==> config.mk <==
export PLATFORM = sky130hd
export DESIGN_NAME = dl11_console
export DESIGN_NICKNAME = d
export VERILOG_FILES = /design/src/dl11_pkg.sv /design/src/dl11_baud_gen.sv /design/src/dl11_uart_tx.sv /design/src/dl11_uart_rx.sv /design/src/dl11_regs.sv /design/src/dl11_console.sv
export VERILOG_INCLUDE_DIRS = /design/src /design/src/src
export SDC_FILE = /design/constraint.sdc
export NUM_CORES = 1
export LEC_CHECK = 0
export BUFFER_PORTS_ARGS = -buffer_cell sky130_fd_sc_hd__buf_2
export CORE_UTILIZATION = 31
export CTS_CLUSTER_DIAMETER = 50
export CTS_CLUSTER_SIZE = 28
export DETAILED_ROUTE_END_ITERATION = 8
export GPL_ROUTABILITY_DRIVEN = 0
export PLACE_DENSITY = 0.51
export RECOVER_POWER = 25
export SYNTH_ARGS = -nofsm -noshare
export SYNTH_HDL_FRONTEND = slang
export SYNTH_SLANG_ARGS = --single-unit
export TNS_END_PERCENT = 100
==> constraint.sdc <==
create_clock -name clk -period 3.73 [get_ports clk]
set_input_delay 0.746 -clock clk [delete_from_list [all_inputs] [get_ports clk]]
set_output_delay 0.746 -clock clk [all_outputs]
set_load 0.01 [all_outputs]
==> src/dl11_macros.svh <==
//====================
// register addresses, interrupt vectors and baud divisor for the DL11 console
// include in any file that decodes the I/O page or paces the serial line
//====================
`ifndef DL11_MACROS_SVH
`define DL11_MACROS_SVH

// I/O page word addresses
`define DL11_RCSR_ADDR 13'o17560
`define DL11_RBUF_ADDR 13'o17562
`define DL11_XCSR_ADDR 13'o17564
`define DL11_XBUF_ADDR 13'o17566

// interrupt vectors, receive has priority
`define DL11_RX_VECTOR 8'o60
`define DL11_TX_VECTOR 8'o64

// clk cycles per 16x oversample tick, 4 gives 64 clocks per bit
`define DL11_BAUD_DIV 4

// status register bit positions
`define DL11_DONE_BIT 7
`define DL11_IE_BIT 6

`endif

==> src/dl11_pkg.sv <==
//====================
// shared types of the DL11 console
// bus request, received character and interrupt request
//====================
package dl11_pkg;

   // one I/O page bus cycle from the CPU
   typedef struct packed {
      logic [12:0] addr;
      logic [15:0] wdata;
      logic        rd;
      logic        wr;
   } iopage_req_t;

   // character from the receiver, valid pulses for one clock
   typedef struct packed {
      logic [7:0] data;
      logic       valid;
   } rx_char_t;

   // interrupt request with its vector, zero vector when idle
   typedef struct packed {
      logic       req;
      logic [7:0] vector;
   } intr_t;

endpackage

==> src/dl11_baud_gen.sv <==
//====================
// clock-enable ticks for the serial line
// sample_tick is the 16x oversample rate, bit_tick the bit rate
//====================
`timescale 1ns/10ps
`include "dl11_macros.svh"

module dl11_baud_gen
(
   input  logic clk,
   input  logic reset,
   output logic sample_tick,
   output logic bit_tick
);

   localparam int DIV_W = (`DL11_BAUD_DIV > 1) ? $clog2(`DL11_BAUD_DIV) : 1;

   logic [DIV_W-1:0] div_cnt;
   logic [3:0]       smp_cnt;

   assign sample_tick = (div_cnt == DIV_W'(`DL11_BAUD_DIV - 1));
   // one bit is 16 oversample ticks
   assign bit_tick = sample_tick && (smp_cnt == 4'd15);

   always_ff @(posedge clk)
   begin
      if (reset)
      begin
         div_cnt <= '0;
         smp_cnt <= '0;
      end
      else
      begin
         if (sample_tick)
         begin
            div_cnt <= '0;
            smp_cnt <= smp_cnt + 4'd1;
         end
         else
         begin
            div_cnt <= div_cnt + DIV_W'(1);
         end
      end
   end

   // the sample tick before a bit tick lies one divide period back
   a_tick_spacing: assert property (@(posedge clk) disable iff (reset)
      bit_tick |-> $past(sample_tick, `DL11_BAUD_DIV));

endmodule

==> src/dl11_uart_tx.sv <==
//====================
// 8N1 serializer, one bit per bit_tick, LSB first
// takes a character while tx_load is high and the transmitter is empty
//====================
`timescale 1ns/10ps

module dl11_uart_tx
(
   input  logic       clk,
   input  logic       reset,
   input  logic       bit_tick,
   input  logic       tx_load,
   input  logic [7:0] tx_data,
   output logic       tx,
   output logic       tx_empty
);

   logic [9:0] shift;
   logic [3:0] bit_cnt;

   always_ff @(posedge clk)
   begin
      if (reset)
      begin
         tx       <= 1'b1;
         tx_empty <= 1'b1;
         bit_cnt  <= '0;
      end
      else if (tx_empty)
      begin
         if (tx_load)
         begin
            tx_empty <= 1'b0;
            bit_cnt  <= '0;
         end
      end
      else if (bit_tick)
      begin
         // the stop bit has had its full bit time once ten bits are out
         if (bit_cnt == 4'd10)
         begin
            tx_empty <= 1'b1;
         end
         else
         begin
            tx      <= shift[0];
            bit_cnt <= bit_cnt + 4'd1;
         end
      end
   end

   // frame is stop, data, start from msb to lsb
   always_ff @(posedge clk)
   begin
      if (tx_empty && tx_load)
      begin
         shift <= {1'b1, tx_data, 1'b0};
      end
      else if (!tx_empty && bit_tick && bit_cnt != 4'd10)
      begin
         shift <= {1'b1, shift[9:1]};
      end
   end

   a_idle_high: assert property (@(posedge clk) disable iff (reset)
      tx_empty |-> tx);

endmodule

==> src/dl11_uart_rx.sv <==
//====================
// 8N1 deserializer sampled on the 16x tick
// start bit is confirmed at mid-bit, frames with a low stop bit are dropped
//====================
`timescale 1ns/10ps

module dl11_uart_rx
(
   input  logic              clk,
   input  logic              reset,
   input  logic              sample_tick,
   input  logic              rx,
   output dl11_pkg::rx_char_t rx_char
);

   typedef enum logic [1:0]
   {
      RX_IDLE,
      RX_START,
      RX_DATA,
      RX_STOP
   } rx_state_t;

   rx_state_t  state;
   logic       rx_meta;
   logic       rx_sync;
   logic [3:0] tick_cnt;
   logic [2:0] bit_idx;
   logic [7:0] rx_shift;
   logic       rx_valid;

   assign rx_char = '{data: rx_shift, valid: rx_valid};

   // two-stage synchronizer, idles high
   always_ff @(posedge clk)
   begin
      if (reset)
      begin
         rx_meta <= 1'b1;
         rx_sync <= 1'b1;
      end
      else
      begin
         rx_meta <= rx;
         rx_sync <= rx_meta;
      end
   end

   always_ff @(posedge clk)
   begin
      if (reset)
      begin
         state    <= RX_IDLE;
         tick_cnt <= '0;
         bit_idx  <= '0;
         rx_valid <= 1'b0;
      end
      else
      begin
         rx_valid <= 1'b0;
         if (sample_tick)
         begin
            tick_cnt <= tick_cnt + 4'd1;
            case (state)
               RX_IDLE:
               begin
                  if (!rx_sync)
                  begin
                     state    <= RX_START;
                     tick_cnt <= '0;
                  end
               end
               RX_START:
               begin
                  // mid start bit, a glitch returns to idle
                  if (tick_cnt == 4'd7)
                  begin
                     state    <= rx_sync ? RX_IDLE : RX_DATA;
                     tick_cnt <= '0;
                     bit_idx  <= '0;
                  end
               end
               RX_DATA:
               begin
                  if (tick_cnt == 4'd15)
                  begin
                     bit_idx <= bit_idx + 3'd1;
                     if (bit_idx == 3'd7)
                     begin
                        state <= RX_STOP;
                     end
                  end
               end
               default:
               begin
                  if (tick_cnt == 4'd15)
                  begin
                     rx_valid <= rx_sync;
                     state    <= RX_IDLE;
                  end
               end
            endcase
         end
      end
   end

   // lsb arrives first
   always_ff @(posedge clk)
   begin
      if (sample_tick && state == RX_DATA && tick_cnt == 4'd15)
      begin
         rx_shift <= {rx_sync, rx_shift[7:1]};
      end
   end

   a_valid_pulse: assert property (@(posedge clk) disable iff (reset)
      rx_valid |=> !rx_valid);

endmodule

==> src/dl11_regs.sv <==
//====================
// DL11 register block on the I/O page
// decodes RCSR, RBUF, XCSR and XBUF, runs the transmit and receive handshakes
// and raises one registered interrupt with receive before transmit
//====================
`timescale 1ns/10ps
`include "dl11_macros.svh"

module dl11_regs
(
   input  logic                  clk,
   input  logic                  reset,
   input  dl11_pkg::iopage_req_t req,
   output logic [15:0]           rdata,
   output logic                  decode,
   output logic                  tx_load,
   output logic [7:0]            tx_data,
   input  logic                  tx_empty,
   input  dl11_pkg::rx_char_t    rx_char,
   output dl11_pkg::intr_t       intr
);

   import dl11_pkg::*;

   typedef enum logic [1:0]
   {
      TX_IDLE,
      TX_LOADING,
      TX_SENDING
   } tx_state_t;

   typedef enum logic
   {
      RX_IDLE,
      RX_DONE
   } rx_state_t;

   tx_state_t   tx_state;
   rx_state_t   rx_state;
   logic        rx_ie;
   logic        tx_ie;
   logic [15:0] xbuf;
   logic [7:0]  rbuf;
   logic        tx_ready;
   logic        rx_done;
   logic        xbuf_wr;
   logic        rbuf_rd;
   logic [15:0] rcsr_val;
   logic [15:0] xcsr_val;
   logic        rx_int;
   logic        tx_int;
   intr_t       intr_next;

   assign decode = (req.addr == `DL11_RCSR_ADDR) || (req.addr == `DL11_RBUF_ADDR) ||
                   (req.addr == `DL11_XCSR_ADDR) || (req.addr == `DL11_XBUF_ADDR);

   assign xbuf_wr  = req.wr && (req.addr == `DL11_XBUF_ADDR);
   assign rbuf_rd  = req.rd && (req.addr == `DL11_RBUF_ADDR);
   assign tx_ready = (tx_state == TX_IDLE);
   assign rx_done  = (rx_state == RX_DONE);
   assign tx_load  = (tx_state == TX_LOADING);
   assign tx_data  = xbuf[7:0];

   always_comb
   begin
      rcsr_val = '0;
      rcsr_val[`DL11_DONE_BIT] = rx_done;
      rcsr_val[`DL11_IE_BIT]   = rx_ie;
      xcsr_val = '0;
      xcsr_val[`DL11_DONE_BIT] = tx_ready;
      xcsr_val[`DL11_IE_BIT]   = tx_ie;
   end

   always_comb
   begin
      rdata = '0;
      if (req.rd)
      begin
         case (req.addr)
            `DL11_RCSR_ADDR: rdata = rcsr_val;
            `DL11_RBUF_ADDR: rdata = {8'h00, rbuf};
            `DL11_XCSR_ADDR: rdata = xcsr_val;
            `DL11_XBUF_ADDR: rdata = xbuf;
            default:         rdata = '0;
         endcase
      end
   end

   // interrupt enables
   always_ff @(posedge clk)
   begin
      if (reset)
      begin
         rx_ie <= 1'b0;
         tx_ie <= 1'b0;
      end
      else if (req.wr)
      begin
         if (req.addr == `DL11_RCSR_ADDR)
         begin
            rx_ie <= req.wdata[`DL11_IE_BIT];
         end
         if (req.addr == `DL11_XCSR_ADDR)
         begin
            tx_ie <= req.wdata[`DL11_IE_BIT];
         end
      end
   end

   // XBUF always takes the write, even while a character is in flight
   always_ff @(posedge clk)
   begin
      if (xbuf_wr)
      begin
         xbuf <= req.wdata;
      end
      if (rx_char.valid)
      begin
         rbuf <= rx_char.data;
      end
   end

   // hold tx_load until the uart goes busy, then wait for it to drain
   always_ff @(posedge clk)
   begin
      if (reset)
      begin
         tx_state <= TX_IDLE;
      end
      else
      begin
         case (tx_state)
            TX_IDLE:    if (xbuf_wr) tx_state <= TX_LOADING;
            TX_LOADING: if (!tx_empty) tx_state <= TX_SENDING;
            TX_SENDING: if (tx_empty) tx_state <= TX_IDLE;
            default:    tx_state <= TX_IDLE;
         endcase
      end
   end

   // a new character wins over a read in the same cycle
   always_ff @(posedge clk)
   begin
      if (reset)
      begin
         rx_state <= RX_IDLE;
      end
      else if (rx_char.valid)
      begin
         rx_state <= RX_DONE;
      end
      else if (rx_done && rbuf_rd)
      begin
         rx_state <= RX_IDLE;
      end
   end

   assign rx_int = rx_ie && rx_done;
   assign tx_int = tx_ie && tx_ready;

   always_comb
   begin
      intr_next.req    = rx_int || tx_int;
      intr_next.vector = rx_int ? `DL11_RX_VECTOR :
                         tx_int ? `DL11_TX_VECTOR : 8'h00;
   end

   always_ff @(posedge clk)
   begin
      if (reset)
      begin
         intr <= '0;
      end
      else
      begin
         intr <= intr_next;
      end
   end

   // ready must mean the transmitter is idle when a load starts
   a_load_when_empty: assert property (@(posedge clk) disable iff (reset)
      $rose(tx_load) |-> tx_empty);

   a_req_vector: assert property (@(posedge clk) disable iff (reset)
      intr.req |-> intr.vector != 8'h00);

endmodule

==> src/dl11_console.sv <==
//====================
// DL11 console serial line, top level
// CPU bus and interrupt on one side, tx and rx serial pins on the other
//====================
`timescale 1ns/10ps

module dl11_console
(
   input  logic                  clk,
   input  logic                  reset,
   input  dl11_pkg::iopage_req_t req,
   output logic [15:0]           rdata,
   output logic                  decode,
   output dl11_pkg::intr_t       intr,
   output logic                  tx,
   input  logic                  rx
);

   import dl11_pkg::*;

   logic       sample_tick;
   logic       bit_tick;
   logic       tx_load;
   logic [7:0] tx_data;
   logic       tx_empty;
   rx_char_t   rx_char;

   dl11_baud_gen u_baud_gen
   (
      .clk         (clk),
      .reset       (reset),
      .sample_tick (sample_tick),
      .bit_tick    (bit_tick)
   );

   dl11_uart_tx u_uart_tx
   (
      .clk      (clk),
      .reset    (reset),
      .bit_tick (bit_tick),
      .tx_load  (tx_load),
      .tx_data  (tx_data),
      .tx       (tx),
      .tx_empty (tx_empty)
   );

   dl11_uart_rx u_uart_rx
   (
      .clk         (clk),
      .reset       (reset),
      .sample_tick (sample_tick),
      .rx          (rx),
      .rx_char     (rx_char)
   );

   dl11_regs u_regs
   (
      .clk      (clk),
      .reset    (reset),
      .req      (req),
      .rdata    (rdata),
      .decode   (decode),
      .tx_load  (tx_load),
      .tx_data  (tx_data),
      .tx_empty (tx_empty),
      .rx_char  (rx_char),
      .intr     (intr)
   );

endmodule

-- Word level (Yosys, flattened, before mapping)
Index checks and enable logic that the tools add are counted.
- add/subtract/negate cells: 5
- bitwise logic cells: 4
- equality and inequality tests: 24
- muxes and demuxes: 33
- reductions and logical operators: 33
- operators by type and width (kind ; number):
    one-hot mux 16 bit (4 select lines) ; 1
    equality test 13 bit, second input constant ; 4
    two-way mux 4 bit ; 6
    two-way mux 2 bit ; 9
    two-way mux 9 bit ; 2
    two-way mux 16 bit ; 1
    adder 4 x 1 -> 4 bit, second input constant ; 3
    equality test 4 bit, second input constant ; 3
    two-way mux 6 bit ; 2
    one-hot mux 2 bit (3 select lines) ; 2
    logical AND 1 bit ; 11
    inequality test 2 x 1 -> 1 bit, second input constant ; 5
    AND reduction 3 bit ; 3
    inequality test 2 bit, second input constant ; 4
    one-hot mux 4 bit (2 select lines) ; 1
    nonzero test 2 bit ; 4
    equality test 2 bit, second input constant ; 3
    two-way mux 1 bit ; 6
    two-way mux 3 bit ; 2
    one-hot mux 3 bit (2 select lines) ; 1
    AND reduction 6 bit ; 1
    OR reduction 6 bit ; 1
    equality test 2 x 1 -> 1 bit, second input constant ; 2
    equality test 4 x 3 -> 1 bit, second input constant ; 1
    other kinds (12) ; 21
- bits in registers: 79
- output and inout port bits: 27
- input bits: 34
- logic and storage cells: 122

-- Logic depth before layout (Yosys ltp)
- depth in word-level cells: 6
- mapped depth: 7
- gate-level depth less buffers: 6

-- By module
From an unflattened synthesis, not the netlist that was laid out.
- cell total of the unflattened synthesis: 281
- area total of the unflattened synthesis: 3343.2 um2
- by module, submodules not included (module ; area each (um2) ; instances ; cells each):
    dl11_regs ; 1481.4 ; 1 ; 118
    dl11_uart_rx ; 902.1 ; 1 ; 79
    dl11_uart_tx ; 685.7 ; 1 ; 61
    dl11_baud_gen ; 274.0 ; 1 ; 23

-- Worst setup path after synthesis
OpenSTA, ideal clock, no wires.
- path type: input to output
- start point: input port req[18] (netlist bit)
- end point: output port rdata[10]
- slack: 0.910 ns
- buffers on the path: 0
- arrival: 2.074 ns
- stages: 4
- data required time: 2.984 ns
- cells stage by stage: or4b_4 nor3_4 and4_4 and2_1
- cells in the longest elaborated chain, start to end: 3
- elaborated cells on any way between the ends: 6
- ends and longest elaborated chain (element ; line ; source):
    start: declaration ; dl11_console.sv:11 ; input dl11_pkg::iopage_req_t req,
    equality test 13 bit ; dl11_regs.sv:79 ; case (req.addr)
    one-hot mux 16 bit (4 select lines) (*) ; dl11_regs.sv:79 ;
    two-way mux 16 bit (*) ; dl11_regs.sv:77 ; if (req.rd)
    end: declaration ; dl11_console.sv:12 ; output logic [15:0] rdata,
Mark *: on every way between the ends. The rest lies on a longest branch, timed or not.

-- Worst setup path in the final report
- start point: input port req[18] (netlist bit)
- end point: output port rdata[9]
Same word-level chain as after synthesis.

==> flow_summary_export.csv <==
group,metric,value,unit
worst_setup_path,reg2reg_slack,1.79,ns
placed_design,io_buffers,55,
global_routing,grt_pass1_wl,9.75,mm
timing,setup_viol,0,
routing,drt_iter0_markers,53,
yosys,synth_ff_type,"edfxtp_1",
yosys,ys_ff_latch,72,
routing,drt_drc_violations_left,0,
clock_tree,ctsResizeCount,0,
hold_path,hp-class,"reg -> reg",
yosys,async_flop_share,0,
clock_tree,post_cts_buffers,0,
clock_tree,clock_sinks,72,
global_routing,antenna_found_initial,0,
worst_setup_path,crit_type,"in -> out",
yosys,synth_top_area_share,0.380,
yosys,netlist-cell-type-count,51,
clock_tree,holdBufCountCts,0,
timing,fin_ws,0.676,ns
layout,drive_gt1_frac,0.271,
clock_tree,cts_tree,"built",
floorplanning,io_pins,61,
timing,hold_violations,0,
timing,fin_crit,3.05,ns
yosys,syn-instance-count,266,
global_routing,grt_remaining_overflow,0,
timing,worst_pin_slew,0.664,ns
worst_setup_path,r2r_start,"u_baud_gen.div_cnt[0]$_SDFF_PP0_",
worst_setup_path,r2r_cells,6,
timing,fin_skew,0.0107,ns
timing,drv_slew,0,
worst_setup_path,crit_path_end_kind,"output port",
worst_setup_path,arrival,2.31,ns
layout,synthToLayoutAreaGrowth,19.3,%
layout,fin_util,0.384,
yosys,mappedNetlistArea,3160,um^2
yosys,synthTopCellsByArea,"edfxtp_1, dfxtp_1, ha_1, mux2i_1, and2_1",
worst_setup_path,crit_path_start_kind,"input port",
placed_design,dp_hpwl,4.37,mm
layout,nets,365,
global_routing,groute.usage.overall,0.124,
hold_path,hold_end,"u_uart_rx.rx_sync$_SDFF_PP1_",
pwr,ir_drop,0.000230,V
timing,timing.final.crit_share,0.819,
run,cap_violations,0,
clock_tree,cts_buffers,9,
timing,timing.slew.headroom,0.557,
worst_setup_path,critPathMaxFanout,8,
timing,rsz0062_at_grt,"false",
global_routing,grt_start_max_net_pins,38,
layout,stdcell_area,3770,um^2
yosys,ys_warn_count,0,
yosys,synth_edf_count,40,
clock_tree,clockRootBuffer,"clkbuf_8",
clock_tree,worst_skew_pair.late_latency,0.35,ns
layout,diodes,0,
floorplanning,coreArea,9820,um^2
pwr,p_leak,1.49,nW
floorplanning,chipHeight,103,um
floorplanning,initial_core_util,0.322,
clock_tree,clockBufferDepth,2,
routing,drt-total-wl,6.19,mm
timing,fmax,0.327,GHz
run_status,status,"finished, final reports clean",
routing,num_vias,2130,
routing,wl_per_cell,13.5,um
yosys,ys_seq_area_frac,0.583,
floorplanning,die_w,103,um
routing,ant_nets,0,
global_routing,grt_pass1_vias,2007,
placed_design,dp_slack,0.660,ns
yosys,avgSynthCellArea,11.9,um^2
timing,tns,0,ns
worst_setup_path,r2r-end,"u_uart_tx.tx$_SDFFE_PP1P_",
routing,drtPass1Iterations,4,
hold_path,min_path_cells,1,
clock_tree,ctsHtreeMaxLevel,3,
layout,finalNonFillerCells,458,
floorplanning,placementRows,36,
floorplanning,dieArea,10600,um^2
pwr,power_density,431,nW/um^2
yosys,synth_top_area_cell,"edfxtp_1",
timing,fin_hold_ws,0.411,ns
placed_design,placed_area,3540,um^2
clock_tree,clk_pin_slew,0.07,ns
hold_path,min-delay-start,"u_uart_rx.rx_meta$_SDFF_PP1_",
placed_design,placed_cells,442,
routing,via_per_inst,4.65,
worst_setup_path,required,2.98,ns
pwr,power.total,1.63,mW
flip-flops by register name, indices dropped and copies added, names as in the netlist:
signal / cells
u_regs.xbuf: 16
u_uart_tx.shift: 9
u_regs.rbuf: 8
u_uart_rx.rx_shift: 8
u_baud_gen.smp_cnt: 4
u_uart_rx.tick_cnt: 4
u_uart_tx.bit_cnt: 4
u_uart_rx.bit_idx: 3
u_baud_gen.div_cnt: 2
u_regs.intr: 2
u_regs.tx_state: 2
u_uart_rx.state: 2
u_regs.rx_done: 1
u_regs.rx_ie: 1
u_regs.tx_ie: 1
u_uart_rx.rx_meta: 1
u_uart_rx.rx_sync: 1
u_uart_rx.rx_valid: 1
u_uart_tx.tx: 1
u_uart_tx.tx_empty: 1
layout by cell type (no fill, tap or decap), types with 6 or more instances in the layout:
| master | n |
|---|---|
| buf_2 | 54 |
| edfxtp_1 | 40 |
| dfxtp_1 | 32 |
| nor2_1 | 18 |
| nand2_1 | 15 |
| and2_1 | 11 |
| inv_1 | 11 |
| ha_1 | 11 |
| nor3_1 | 9 |
| a21oi_1 | 9 |
| clkbuf_8 | 9 |
| mux2i_1 | 8 |
| a22o_1 | 7 |
| nand4_1 | 6 |
| nand3_1 | 6 |
| o21ai_0 | 6 |
area by class of cell:
type | count | area (um^2)
multi-input combinational | 169 | 1200
fill | 1004 | 6050
clock inverter | 6 | 108
timing repair buffer | 57 | 289
clock buffer | 10 | 128
sequential | 72 | 1840
tap | 133 | 166
inverter | 11 | 41.3
worst max-delay path: stages:
cell and delay [ns]:
buf_2 0.10, or4b_4 0.57, nor3_4 0.33, and4_4 0.31
and2_1 0.13, buf_2 0.13
cells by family after synthesis:
family,count (synthesis),share of synthesized area
fa+ha+maj,11,0.0435
compound gates,38,0.0855
flops,72,0.583
mux,12,0.0467
xor+xnor,7,0.0194
buf+inv,29,0.0431
simple gates,96,0.178
other cells,1,0.00119
power breakdown:
group          internal, mW  total [mW]  switching, mW
logic                0.0260      0.0579         0.0319
registers             0.837       0.840        0.00371
clock network         0.442       0.728          0.286
layer usage:
| layer | track usage | vias to the layer above | wire [um] |
|---|---|---|---|
| li1 | - | 1064 | - |
| met1 | 0.169 | 1023 | 2990 |
| met2 | 0.179 | 34 | 2880 |
| met3 | 0.0380 | 9 | 219 |
| met4 | 0.0585 | 0 | 104 |
| met5 | 0 | - | 0 |
synth_stat cells, types with 7 or more instances:
cell type	n
mux2i_1	8
and2_1	11
buf_4	7
nor3_1	9
dfxtp_1	32
a22o_1	7
edfxtp_1	40
a21oi_1	9
inv_1	11
nand2_1	15
nor2_1	18
ha_1	11
how the worst max path moves through the flow:
stage | cells past startpoint | endpoint | start
2_1_floorplan | 4 | rdata[10] | req[18]
3_3_place_gp | 6 | rdata[11] | req[18]
3_5_place_dp | 6 | rdata[9] | req[18]
4_1_cts | 6 | rdata[9] | req[18]
5_1_grt | 6 | rdata[13] | req[18]
6_report | 6 | rdata[9] | req[18]
Power figures use the tool's default switching activity.
